## src/logic/afu_config.svh

```systemverilog
/* Fixed layout and identifiers of the AFU register space. Both regions must be
   aligned to REGION_BYTES, and REGION_BYTES must hold exactly 1024 64-bit words */
`ifndef AFU_CONFIG_SVH
`define AFU_CONFIG_SVH

// ==================================================
// Host address space
// ==================================================

// Width of the host byte address on the Wishbone port
`define MMIO_ADDR_BITS 18

// Byte address of the feature block that follows the AFU header
`define FEATURE_BASE 'h2000

// Size of each register region in bytes (1024 words of 8 bytes)
`define REGION_BYTES 'h2000

// ==================================================
// Identifiers
// ==================================================

// Lower and upper halves of the 128-bit AFU identifier
`define AFU_ID_LO 64'h9f3c_52e1_b07a_4d68
`define AFU_ID_HI 64'h6e41_0c8b_a2d7_35f9

// 12-bit identifier reported in the feature block header
`define FEATURE_ID 12'h0a5

`endif

```

## src/logic/mmioPkg.sv

```systemverilog
/* Types of the host bus side. The address width comes from the shared config
   header, so that header must be on the include path when this package compiles */
`include "afu_config.svh"

package mmioPkg;

  // Byte address as the host presents it on wbAdr
  typedef logic [`MMIO_ADDR_BITS-1:0] mmioAddr_t;

  // Word offset inside one region
  // 1024 words of 8 bytes cover one full region
  typedef logic [9:0] regOffset_t;

  // Region that a host address falls into
  // NONE covers every address outside both register blocks
  typedef enum logic [1:0]
  {
    AFU     = 2'd0,
    FEATURE = 2'd1,
    NONE    = 2'd2
  } region_t;

endpackage

```

## src/logic/dfhPkg.sv

```systemverilog
/* Device feature header layout and register word types. Only feature types
   AFU and PRIVATE are defined, since no other kind exists in this chain */
package dfhPkg;

  // One register word as seen on the host bus
  typedef logic [63:0] csrData_t;

  // Feature type codes in bits 63:60 of a header
  typedef enum logic [3:0]
  {
    AFU     = 4'h1,
    PRIVATE = 4'h3
  } featureType_t;

  // Header fields from the most significant bit down
  // The sizes add up to exactly one 64-bit word
  typedef struct packed
  {
    featureType_t featureType;
    logic [18:0]  reserved;
    // Set only in the last header of the chain
    logic         endOfList;
    // Byte distance from this header to the next one
    logic [23:0]  nextOffset;
    logic [3:0]   revision;
    logic [11:0]  featureId;
  } dfhFields_t;

  // The register blocks build a header by fields
  // The bus carries the same word as raw data
  typedef union packed
  {
    dfhFields_t fields;
    csrData_t   raw;
  } dfhWord_t;

endpackage

```

## src/logic/mmioIf.sv

```systemverilog
/* One decoded register access from the decoder to a register block.
   Carries no clock; both ends sample it on the shared pClk */
`timescale 1ns/1ns

interface mmioIf;

  // One-cycle pulse in the cycle the host request is accepted
  logic sel;

  // High for a write, low for a read
  logic we;

  // Word offset inside the selected region
  mmioPkg::regOffset_t offset;

  // Write data, valid while sel and we are high
  dfhPkg::csrData_t wdata;

  // Read data, combinational from offset
  dfhPkg::csrData_t rdata;

  // Decoder side drives the access and takes back the read word
  modport decoder (output sel, output we, output offset, output wdata, input rdata);

  // Register block side
  modport target (input sel, input we, input offset, input wdata, output rdata);

endinterface

```

## src/logic/afuCsr.sv

```systemverilog
/* AFU register block at the start of the chain. Offsets outside the word map
   read zero and writes to any word other than scratch are dropped */
`timescale 1ns/1ns
`include "afu_config.svh"

module afuCsr
(
  input  logic          pClk,
  input  logic          rstN,
  mmioIf.target         bus
);

  // ==================================================
  // Word map
  // ==================================================

  // Header of the AFU feature
  localparam mmioPkg::regOffset_t headerWord = mmioPkg::regOffset_t'(0);

  // Lower half of the AFU identifier
  localparam mmioPkg::regOffset_t idLoWord = mmioPkg::regOffset_t'(1);

  // Upper half of the AFU identifier
  localparam mmioPkg::regOffset_t idHiWord = mmioPkg::regOffset_t'(2);

  // Pointer to a next AFU, always zero here
  localparam mmioPkg::regOffset_t nextAfuWord = mmioPkg::regOffset_t'(3);

  // Host scratch register
  localparam mmioPkg::regOffset_t scratchWord = mmioPkg::regOffset_t'(4);

  dfhPkg::dfhWord_t header;
  dfhPkg::csrData_t scratch;

  // ==================================================
  // AFU header
  // ==================================================

  // The header points to the feature block, which continues the chain
  always_comb
  begin
    header.fields.featureType = dfhPkg::AFU;
    header.fields.reserved    = '0;
    header.fields.endOfList   = 1'b0;
    header.fields.nextOffset  = 24'(`FEATURE_BASE);
    header.fields.revision    = 4'h0;
    header.fields.featureId   = 12'h000;
  end

  // ==================================================
  // Scratch register
  // ==================================================

  // The write lands on the edge that ends the acceptance cycle
  always_ff @(posedge pClk)
  begin
    if (!rstN)
    begin
      scratch <= '0;
    end
    else if (bus.sel && bus.we && (bus.offset == scratchWord))
    begin
      scratch <= bus.wdata;
    end
  end

  // Read data follows the offset in the same cycle
  // The decoder registers it into the host response
  always_comb
  begin
    case (bus.offset)
      headerWord:  bus.rdata = header.raw;
      idLoWord:    bus.rdata = `AFU_ID_LO;
      idHiWord:    bus.rdata = `AFU_ID_HI;
      // No other AFU follows this one
      nextAfuWord: bus.rdata = '0;
      scratchWord: bus.rdata = scratch;
      default:     bus.rdata = '0;
    endcase
  end

endmodule

```

## src/logic/featureCsr.sv

```systemverilog
/* Private feature block that ends the chain. The write counter counts every
   write to this region, also those that hit read-only or unmapped words */
`timescale 1ns/1ns
`include "afu_config.svh"

module featureCsr
(
  input  logic          pClk,
  input  logic          rstN,
  mmioIf.target         bus
);

  // ==================================================
  // Word map
  // ==================================================

  localparam mmioPkg::regOffset_t headerWord  = mmioPkg::regOffset_t'(0);
  localparam mmioPkg::regOffset_t controlWord = mmioPkg::regOffset_t'(1);
  localparam mmioPkg::regOffset_t countWord   = mmioPkg::regOffset_t'(2);

  dfhPkg::dfhWord_t header;
  dfhPkg::csrData_t control;
  dfhPkg::csrData_t writeCount;

  // Last header of the chain, so the next offset stays zero
  always_comb
  begin
    header.fields.featureType = dfhPkg::PRIVATE;
    header.fields.reserved    = '0;
    header.fields.endOfList   = 1'b1;
    header.fields.nextOffset  = '0;
    header.fields.revision    = 4'h0;
    header.fields.featureId   = `FEATURE_ID;
  end

  // ==================================================
  // Control register and write counter
  // ==================================================

  always_ff @(posedge pClk)
  begin
    if (!rstN)
    begin
      control    <= '0;
      writeCount <= '0;
    end
    else if (bus.sel && bus.we)
    begin
      // Any write to this region is counted whatever its offset
      writeCount <= writeCount + 64'd1;
      if (bus.offset == controlWord)
      begin
        control <= bus.wdata;
      end
    end
  end

  // Unmapped offsets read zero
  always_comb
  begin
    case (bus.offset)
      headerWord:  bus.rdata = header.raw;
      controlWord: bus.rdata = control;
      countWord:   bus.rdata = writeCount;
      default:     bus.rdata = '0;
    endcase
  end

endmodule

```

## src/logic/mmioDecode.sv

```systemverilog
/* Wishbone classic slave for full 64-bit word accesses only. Byte selects,
   err and retry do not exist; the low three address bits are ignored */
`timescale 1ns/1ns
`include "afu_config.svh"

module mmioDecode
(
  input  logic                 pClk,
  input  logic                 rstN,
  input  logic                 wbCyc,
  input  logic                 wbStb,
  input  logic                 wbWe,
  input  mmioPkg::mmioAddr_t   wbAdr,
  input  dfhPkg::csrData_t     wbDatW,
  output dfhPkg::csrData_t     wbDatR,
  output logic                 wbAck,
  mmioIf.decoder               afuPort,
  mmioIf.decoder               featurePort
);

  // Byte address bits below the 64-bit word
  localparam int wordShift = 3;

  // Region bounds as host byte addresses
  localparam mmioPkg::mmioAddr_t regionBytes = mmioPkg::mmioAddr_t'(`REGION_BYTES);
  localparam mmioPkg::mmioAddr_t featureBase = mmioPkg::mmioAddr_t'(`FEATURE_BASE);
  localparam mmioPkg::mmioAddr_t featureEnd  = featureBase + regionBytes;

  logic                accept;
  mmioPkg::region_t    region;
  mmioPkg::regOffset_t offset;

  // ==================================================
  // Address decode
  // ==================================================

  // The AFU region starts at address zero
  always_comb
  begin
    if (wbAdr < regionBytes)
    begin
      region = mmioPkg::AFU;
    end
    else if ((wbAdr >= featureBase) && (wbAdr < featureEnd))
    begin
      region = mmioPkg::FEATURE;
    end
    else
    begin
      region = mmioPkg::NONE;
    end
  end

  // Regions are aligned to their size, so dropping the upper bits of the
  // word address leaves the offset inside the region
  assign offset = mmioPkg::regOffset_t'(wbAdr >> wordShift);

  // A pending request is taken in the first cycle that has no acknowledge
  // This also keeps wbAck low for a cycle between two accesses
  assign accept = wbCyc && wbStb && !wbAck;

  // ==================================================
  // Access routing
  // ==================================================

  assign afuPort.sel    = accept && (region == mmioPkg::AFU);
  assign afuPort.we     = wbWe;
  assign afuPort.offset = offset;
  assign afuPort.wdata  = wbDatW;

  assign featurePort.sel    = accept && (region == mmioPkg::FEATURE);
  assign featurePort.we     = wbWe;
  assign featurePort.offset = offset;
  assign featurePort.wdata  = wbDatW;

  // ==================================================
  // Response
  // ==================================================

  // Unmapped addresses answer all ones and still get an acknowledge
  always_ff @(posedge pClk)
  begin
    if (accept)
    begin
      case (region)
        mmioPkg::AFU:     wbDatR <= afuPort.rdata;
        mmioPkg::FEATURE: wbDatR <= featurePort.rdata;
        default:          wbDatR <= '1;
      endcase
    end
  end

  // Acknowledge is high for exactly the cycle after acceptance
  always_ff @(posedge pClk)
  begin
    if (!rstN)
    begin
      wbAck <= 1'b0;
    end
    else
    begin
      wbAck <= accept;
    end
  end

endmodule

```

## src/logic/ccipStdAfu.sv

```systemverilog
/* Top level of the AFU shell with a single clock and plain Wishbone host ports.
   The register space holds only the AFU header and one private feature */
`timescale 1ns/1ns

module ccipStdAfu
(
  // Primary interface clock
  input  logic                 pClk,

  // Synchronous reset, active low
  input  logic                 rstN,

  // ==================================================
  // Wishbone classic slave port
  // ==================================================

  input  logic                 wbCyc,
  input  logic                 wbStb,
  input  logic                 wbWe,

  // Byte address of a full 64-bit word
  input  mmioPkg::mmioAddr_t   wbAdr,

  input  dfhPkg::csrData_t     wbDatW,

  // Valid in the cycle that wbAck is high
  output dfhPkg::csrData_t     wbDatR,

  output logic                 wbAck
);

  // Decoded access toward the AFU register block
  mmioIf afuBus();

  // Decoded access toward the feature register block
  mmioIf featureBus();

  // ==================================================
  // Host decoder
  // ==================================================

  mmioDecode decode
  (
    .pClk        (pClk),
    .rstN        (rstN),
    .wbCyc       (wbCyc),
    .wbStb       (wbStb),
    .wbWe        (wbWe),
    .wbAdr       (wbAdr),
    .wbDatW      (wbDatW),
    .wbDatR      (wbDatR),
    .wbAck       (wbAck),
    .afuPort     (afuBus.decoder),
    .featurePort (featureBus.decoder)
  );

  // ==================================================
  // Register blocks
  // ==================================================

  // First header of the chain at address zero
  afuCsr afuRegs
  (
    .pClk (pClk),
    .rstN (rstN),
    .bus  (afuBus.target)
  );

  // Feature block that ends the chain
  featureCsr featureRegs
  (
    .pClk (pClk),
    .rstN (rstN),
    .bus  (featureBus.target)
  );

endmodule

```

## config.mk

```make
export PLATFORM = sky130hd
export DESIGN_NAME = ccipStdAfu
export DESIGN_NICKNAME = d
export VERILOG_FILES = /design/src/logic/mmioPkg.sv /design/src/logic/dfhPkg.sv /design/src/logic/mmioIf.sv /design/src/logic/afuCsr.sv /design/src/logic/featureCsr.sv /design/src/logic/mmioDecode.sv /design/src/logic/ccipStdAfu.sv
export VERILOG_INCLUDE_DIRS = /design/src /design/src/logic
export SDC_FILE = /design/constraint.sdc
export NUM_CORES = 1
export LEC_CHECK = 0
export ABC_AREA = 0
export BUFFER_PORTS_ARGS = -buffer_cell sky130_fd_sc_hd__buf_2
export CAP_MARGIN = 30
export CORE_ASPECT_RATIO = 1.2
export CORE_MARGIN = 5
export CORE_UTILIZATION = 59
export DETAILED_ROUTE_END_ITERATION = 8
export PLACE_DENSITY = 0.83
export SYNTH_ARGS = -nofsm -noshare
export SYNTH_HDL_FRONTEND = slang
export SYNTH_HIERARCHICAL = 1
export SYNTH_SLANG_ARGS = --single-unit
```

## constraint.sdc

```tcl
create_clock -name pClk -period 5 [get_ports pClk]
set_clock_uncertainty 0.15 [all_clocks]
set_input_delay 0.25 -clock pClk [delete_from_list [all_inputs] [get_ports pClk]]
set_output_delay 0.25 -clock pClk [all_outputs]
set_load 0.02 [all_outputs]
```

* After elaboration in Yosys (flattened, before gate mapping)
Index checks and enable logic that the tools add are counted.
** Word-level totals
- Register bits after elaboration :: 257
- Bits of input ports :: 87
** Operators by class
- $add $sub $neg :: 1
- Multiplexer cells :: 5
- Reductions and logical operators :: 12
- Eq/ne operators :: 4
- $lt $le $gt $ge :: 3
** Operators by type and width (count)
- $pmux 64 s4 :: 1
- $pmux 64 s3 :: 1
- $pmux 64 s2 :: 1
- $add 64x1->64 const B :: 1
- $ge 18x14->1 const B :: 1
- $lt 18x14->1 const B :: 1
- $lt 18x15->1 const B :: 1
- $eq 10x1->1 const B :: 1
- $eq 10x2->1 const B :: 1
- $eq 10x3->1 const B :: 1
- $logic_not 10->1 :: 1
- $logic_and 1x1->1 :: 8
- $mux 2 :: 2
- $eq 2x1->1 const B :: 1
- $logic_not 2->1 :: 1
- $reduce_and 2->1 :: 1
- $logic_not 1->1 :: 1

* Depth between registers and ports, before layout
- Depth after elaboration :: 8
- Gate-level depth with buffers :: 11

* Hierarchy
Netlist, hierarchy kept.
** By module, submodules not included
- featureCsr :: times used 1, area each 5900.7 um^2, cells an instance 743
- mmioDecode :: times used 1, area each 4105.2 um^2, cells an instance 363
- afuCsr :: times used 1, area each 3492.1 um^2, cells an instance 445

* Worst setup path after synthesis
Ideal clock, no wire load.
- Path type :: reg2reg
- From :: reg decode.wbAck
- To :: reg featureRegs.writeCount[58]
- Setup slack :: 0.836 ns
- Buffers on the path :: 1
- Cell stages (with the launch flop) :: 9
- Arrival :: 3.944 ns
- Period minus slack after synthesis :: 4.164 ns
- Required time :: 4.780 ns
- Cell sequence :: dfxtp_1 > and3b_1 > and3_1 > nand3_1 > nor3_2 > nand4_1 > clkbuf_1 > or4_1 > a21oi_1
** On the way
- Word-level cells in the longest chain between the ends :: 4
** Ends and longest elaborated chain
- from (decl) :: RTL line mmioDecode.sv:16 : output logic wbAck,
- from (signal assigned) :: RTL line mmioDecode.sv:102 : wbAck <= accept;
- $logic_not 1->1 :: RTL line mmioDecode.sv:60 : assign accept = wbCyc && wbStb && !wbAck;
- $logic_and 1x1->1 :: RTL line mmioDecode.sv:60
- named net decode.accept :: RTL line mmioDecode.sv:29 : logic accept;
- $logic_and 1x1->1 :: RTL line mmioDecode.sv:71 : assign featurePort.sel = accept && (region == mmioPkg::FEATURE);
- named net featureBus.sel :: RTL line mmioIf.sv:8 : logic sel;
- $logic_and 1x1->1 :: RTL line featureCsr.sv:47 : else if (bus.sel && bus.we)
- to (signal assigned) :: RTL line featureCsr.sv:50 : writeCount <= writeCount + 64'd1;
- to (decl) :: RTL line featureCsr.sv:23 : dfhPkg::csrData_t writeCount;
The timed path passes the listed nets, and every way through them passes these cells.
A chain may end at the register's enable or synchronous reset.

* Worst setup path in the final report
- From :: reg decode.wbAck
- To :: reg featureRegs.writeCount[60]
Same word-level chain as after synthesis.

==> impl_metrics.py <==
metrics = {
    "layout": {
        "syn_to_final_growth_pct": 7.88,
        "layout_commonest_cell": "nand2_1",
        "nets": 1637,
        "drive_gt1_frac": 0.149,
        "final_cell_mix": "nand2_1, dfxtp_1, a21oi_1",
    },
    "critical_path": {
        "critPathKind": "flip-flop to flip-flop",
        "cp.arrival_ns": 3.79,
        "worstSetupEndpointType": "flip-flop",
        "worst-path-max-fanout": 23,
        "reg2reg_depth": 7,
        "worst-r2r-setup-slack_ns": 1.52,
        "critical_path.startpoint_type": "flip-flop",
        "worstPathRequired_ns": 5.31,
    },
    "placement": {
        "place.gp.congestion": 0.860,
        "io_buffers": 148,
        "dpl.hpwl_um": 21200,
    },
    "yosys": {
        "ys_top_cells_by_area": "dfxtp_1, edfxtp_1, nand2_1",
        "synth_seq_cells": 257,
        "syn-num-nets": 1639,
        "synth_top_area_frac": 0.286,
        "syn_area_mm2": 0.0135,
        "synth_edf_count": 64,
        "yosys_most_used_dff": "dfxtp_1",
        "ys_seq_area_frac": 0.429,
        "synth_warnings": 6,
        "async_reset_ff_frac": 0,
        "synthCells": 1551,
        "yosysUniqueCellTypes": 52,
        "yosysTopAreaCell": "dfxtp_1",
        "post_synth.cell_area_avg_um2": 8.70,
    },
    "die": {
        "num_rows": 60,
        "die_y_um": 176,
        "ioPinCount": 152,
        "start_util": 0.599,
        "dieArea_mm2": 0.0260,
        "dieWidth_um": 148,
        "core_area_mm2": 0.0225,
    },
    "outcome": {
        "status": "complete, no violations",
    },
    "grt": {
        "overflow": 0,
        "grt_max_degree": 80,
        "grt_pass1_vias": 10717,
        "grt_first_pass_wirelength_um": 54400,
        "track_usage": 0.253,
        "antenna_found_initial": 1,
    },
    "clocking": {
        "post_cts_resized": 0,
        "clkLatencyLatePin_ns": 0.53,
        "cts_buffer_depth": 3,
        "post_cts_buffers": 0,
        "root_buffer": "clkbuf_16",
        "clock-sinks": 257,
        "cts_max_level": 1,
        "path_clk_slew_ns": 0.07,
        "cts_tree": "built",
        "numCtsBuffers": 26,
        "cts_hold_buffers": 65,
    },
    "timing": {
        "fin_setup_tns_ns": 0,
        "post-route-period-util": 0.697,
        "slew_violations": 0,
        "timing.fmax_mhz": 287,
        "layout_min_cycle_time_ns": 3.48,
        "tightestPinTransition_ns": 1.09,
        "finalSetupViolCount": 0,
        "holdWs_ns": 0.0903,
        "rsz0062_at_grt": "no",
        "hold_violations": 0,
        "relSlewSlack": 0.274,
    },
    "detailed_routing": {
        "vias": 10946,
        "firstDrtPassIters": 7,
        "drt_iter0_drc": 1024,
        "drc": 0,
        "finalWirelength_um": 34000,
        "ant_nets": 0,
        "avgRoutedWirePerCell_um": 18.4,
        "viasPerCell": 5.92,
    },
    "power_and_ir_drop": {
        "powerDensity_mw_per_mm2": 295,
        "peakVddDrop_v": 0.000273,
        "total_leakage_power_nw": 5.01,
    },
    "job": {
        "max_cap_violations": 0,
    },
    "min_path": {
        "holdPathStages": 3,
        "worstHoldPathType": "input port to flip-flop",
    },
}
==> per-layer routing <==
metal  GRT usage  wire length (µm)  vias up
met5           0                 0        -
met1       0.333             14300     5225
met3      0.0335              2700       62
met4      0.0824               791        0
li1            -                 -     5178
met2       0.432             16200      481
==> worst paths after layout <==
check | to | start
min | afuRegs/scratch[51]$_SDFFE_PN0P_ | rstN
max reg2reg | featureRegs/writeCount[60]$_SDFFE_PN0P_ | decode/wbAck$_SDFF_PN0_
min reg2reg | featureRegs/control[25]$_SDFFE_PN0P_ | featureRegs/control[25]$_SDFFE_PN0P_
max | featureRegs/writeCount[60]$_SDFFE_PN0P_ | decode/wbAck$_SDFF_PN0_
==> where the power goes <==
group          leakage, nW  internal [mW]  total [mW]  switching, mW
Sequential            2.13           2.15        2.15        0.00450
Clock                0.405           1.02        1.85          0.831
Combinational         2.48          0.107       0.285          0.178
Total                 5.01           3.28        4.29           1.01
==> Yosys cell counts, types with 6 or more instances <==
cell type and instances:
a21o_1 14, a21oi_1 157, a22o_1 56, and2_1 17, and3_1 7, buf_12 6
buf_2 21, buf_4 156, buf_6 7, clkbuf_1 67, dfxtp_1 193, edfxtp_1 64
inv_1 17, mux2i_1 129, nand2_1 371, nand2b_1 6, nand3_1 29, nand3b_1 14
nand4_1 24, nor2_1 42, nor3_1 11, nor4_1 10, o21ai_0 20, o31ai_1 9
or3_1 23, or4_1 14, xnor2_1 17, xor2_1 13
==> critical path: stages (launching register included) <==
cell and delay [ns]:
dfxtp_1 0.30, and3b_2 0.27, and3_1 0.29, nand3_1 0.20, nor3_2 0.45, nand4_1 0.79, or4_1 0.78, a21oi_1 0.18
==> through the flow <==
| stage | setup slack [ns] | power [mW] | instances | util | instance area, µm² |
|---|---|---|---|---|---|
| floorplan | 0.836 | 2.42 | 1551 | - | 13500 |
| global placement | 1.46 | 2.43 | 1732 | 0.579 | 13000 |
| detailed placement | 1.30 | 2.44 | 1734 | 0.581 | 13100 |
| CTS | 1.52 | 4.32 | 1847 | 0.646 | 14500 |
| global route | 1.20 | 4.42 | 1849 | 0.647 | 14600 |
| finish | 1.52 | 4.29 | 1849 | 0.647 | 14600 |
==> cells by family (layout without fill, tap and decap cells) <==
kind of cell / after synthesis / count (layout) / share of synthesized area
XOR/XNOR: 30 / 30 / 0.0195
buffers and inverters: 279 / 297 / 0.134
flip-flops: 257 / 257 / 0.429
multiplexers: 129 / 129 / 0.0957
AND/OR/NAND/NOR: 591 / 591 / 0.201
adder cells (fa/ha/maj): 1 / 1 / 0.000927
other: 0 / 1 / 0
AO/OA/AOI/OAI: 264 / 264 / 0.120
==> state kept, by name (all words and copies together) (netlist names) <==
signal	count
decode/wbAck	1
decode/wbDatR	64
afuRegs/scratch	64
featureRegs/control	64
featureRegs/writeCount	64
==> final cells by class <==
cell class / instances / area [µm²]
clock buffers: 30 / 708
clock inverters: 18 / 109
multi-input cells: 1015 / 5950
flip-flops and latches: 257 / 5790
inverters: 18 / 68.8
repair buffers: 231 / 1590
diodes: 1 / 2.50
well taps: 279 / 349
fillers: 1845 / 7960
Note: power is estimated with default switching activity, not from simulation.
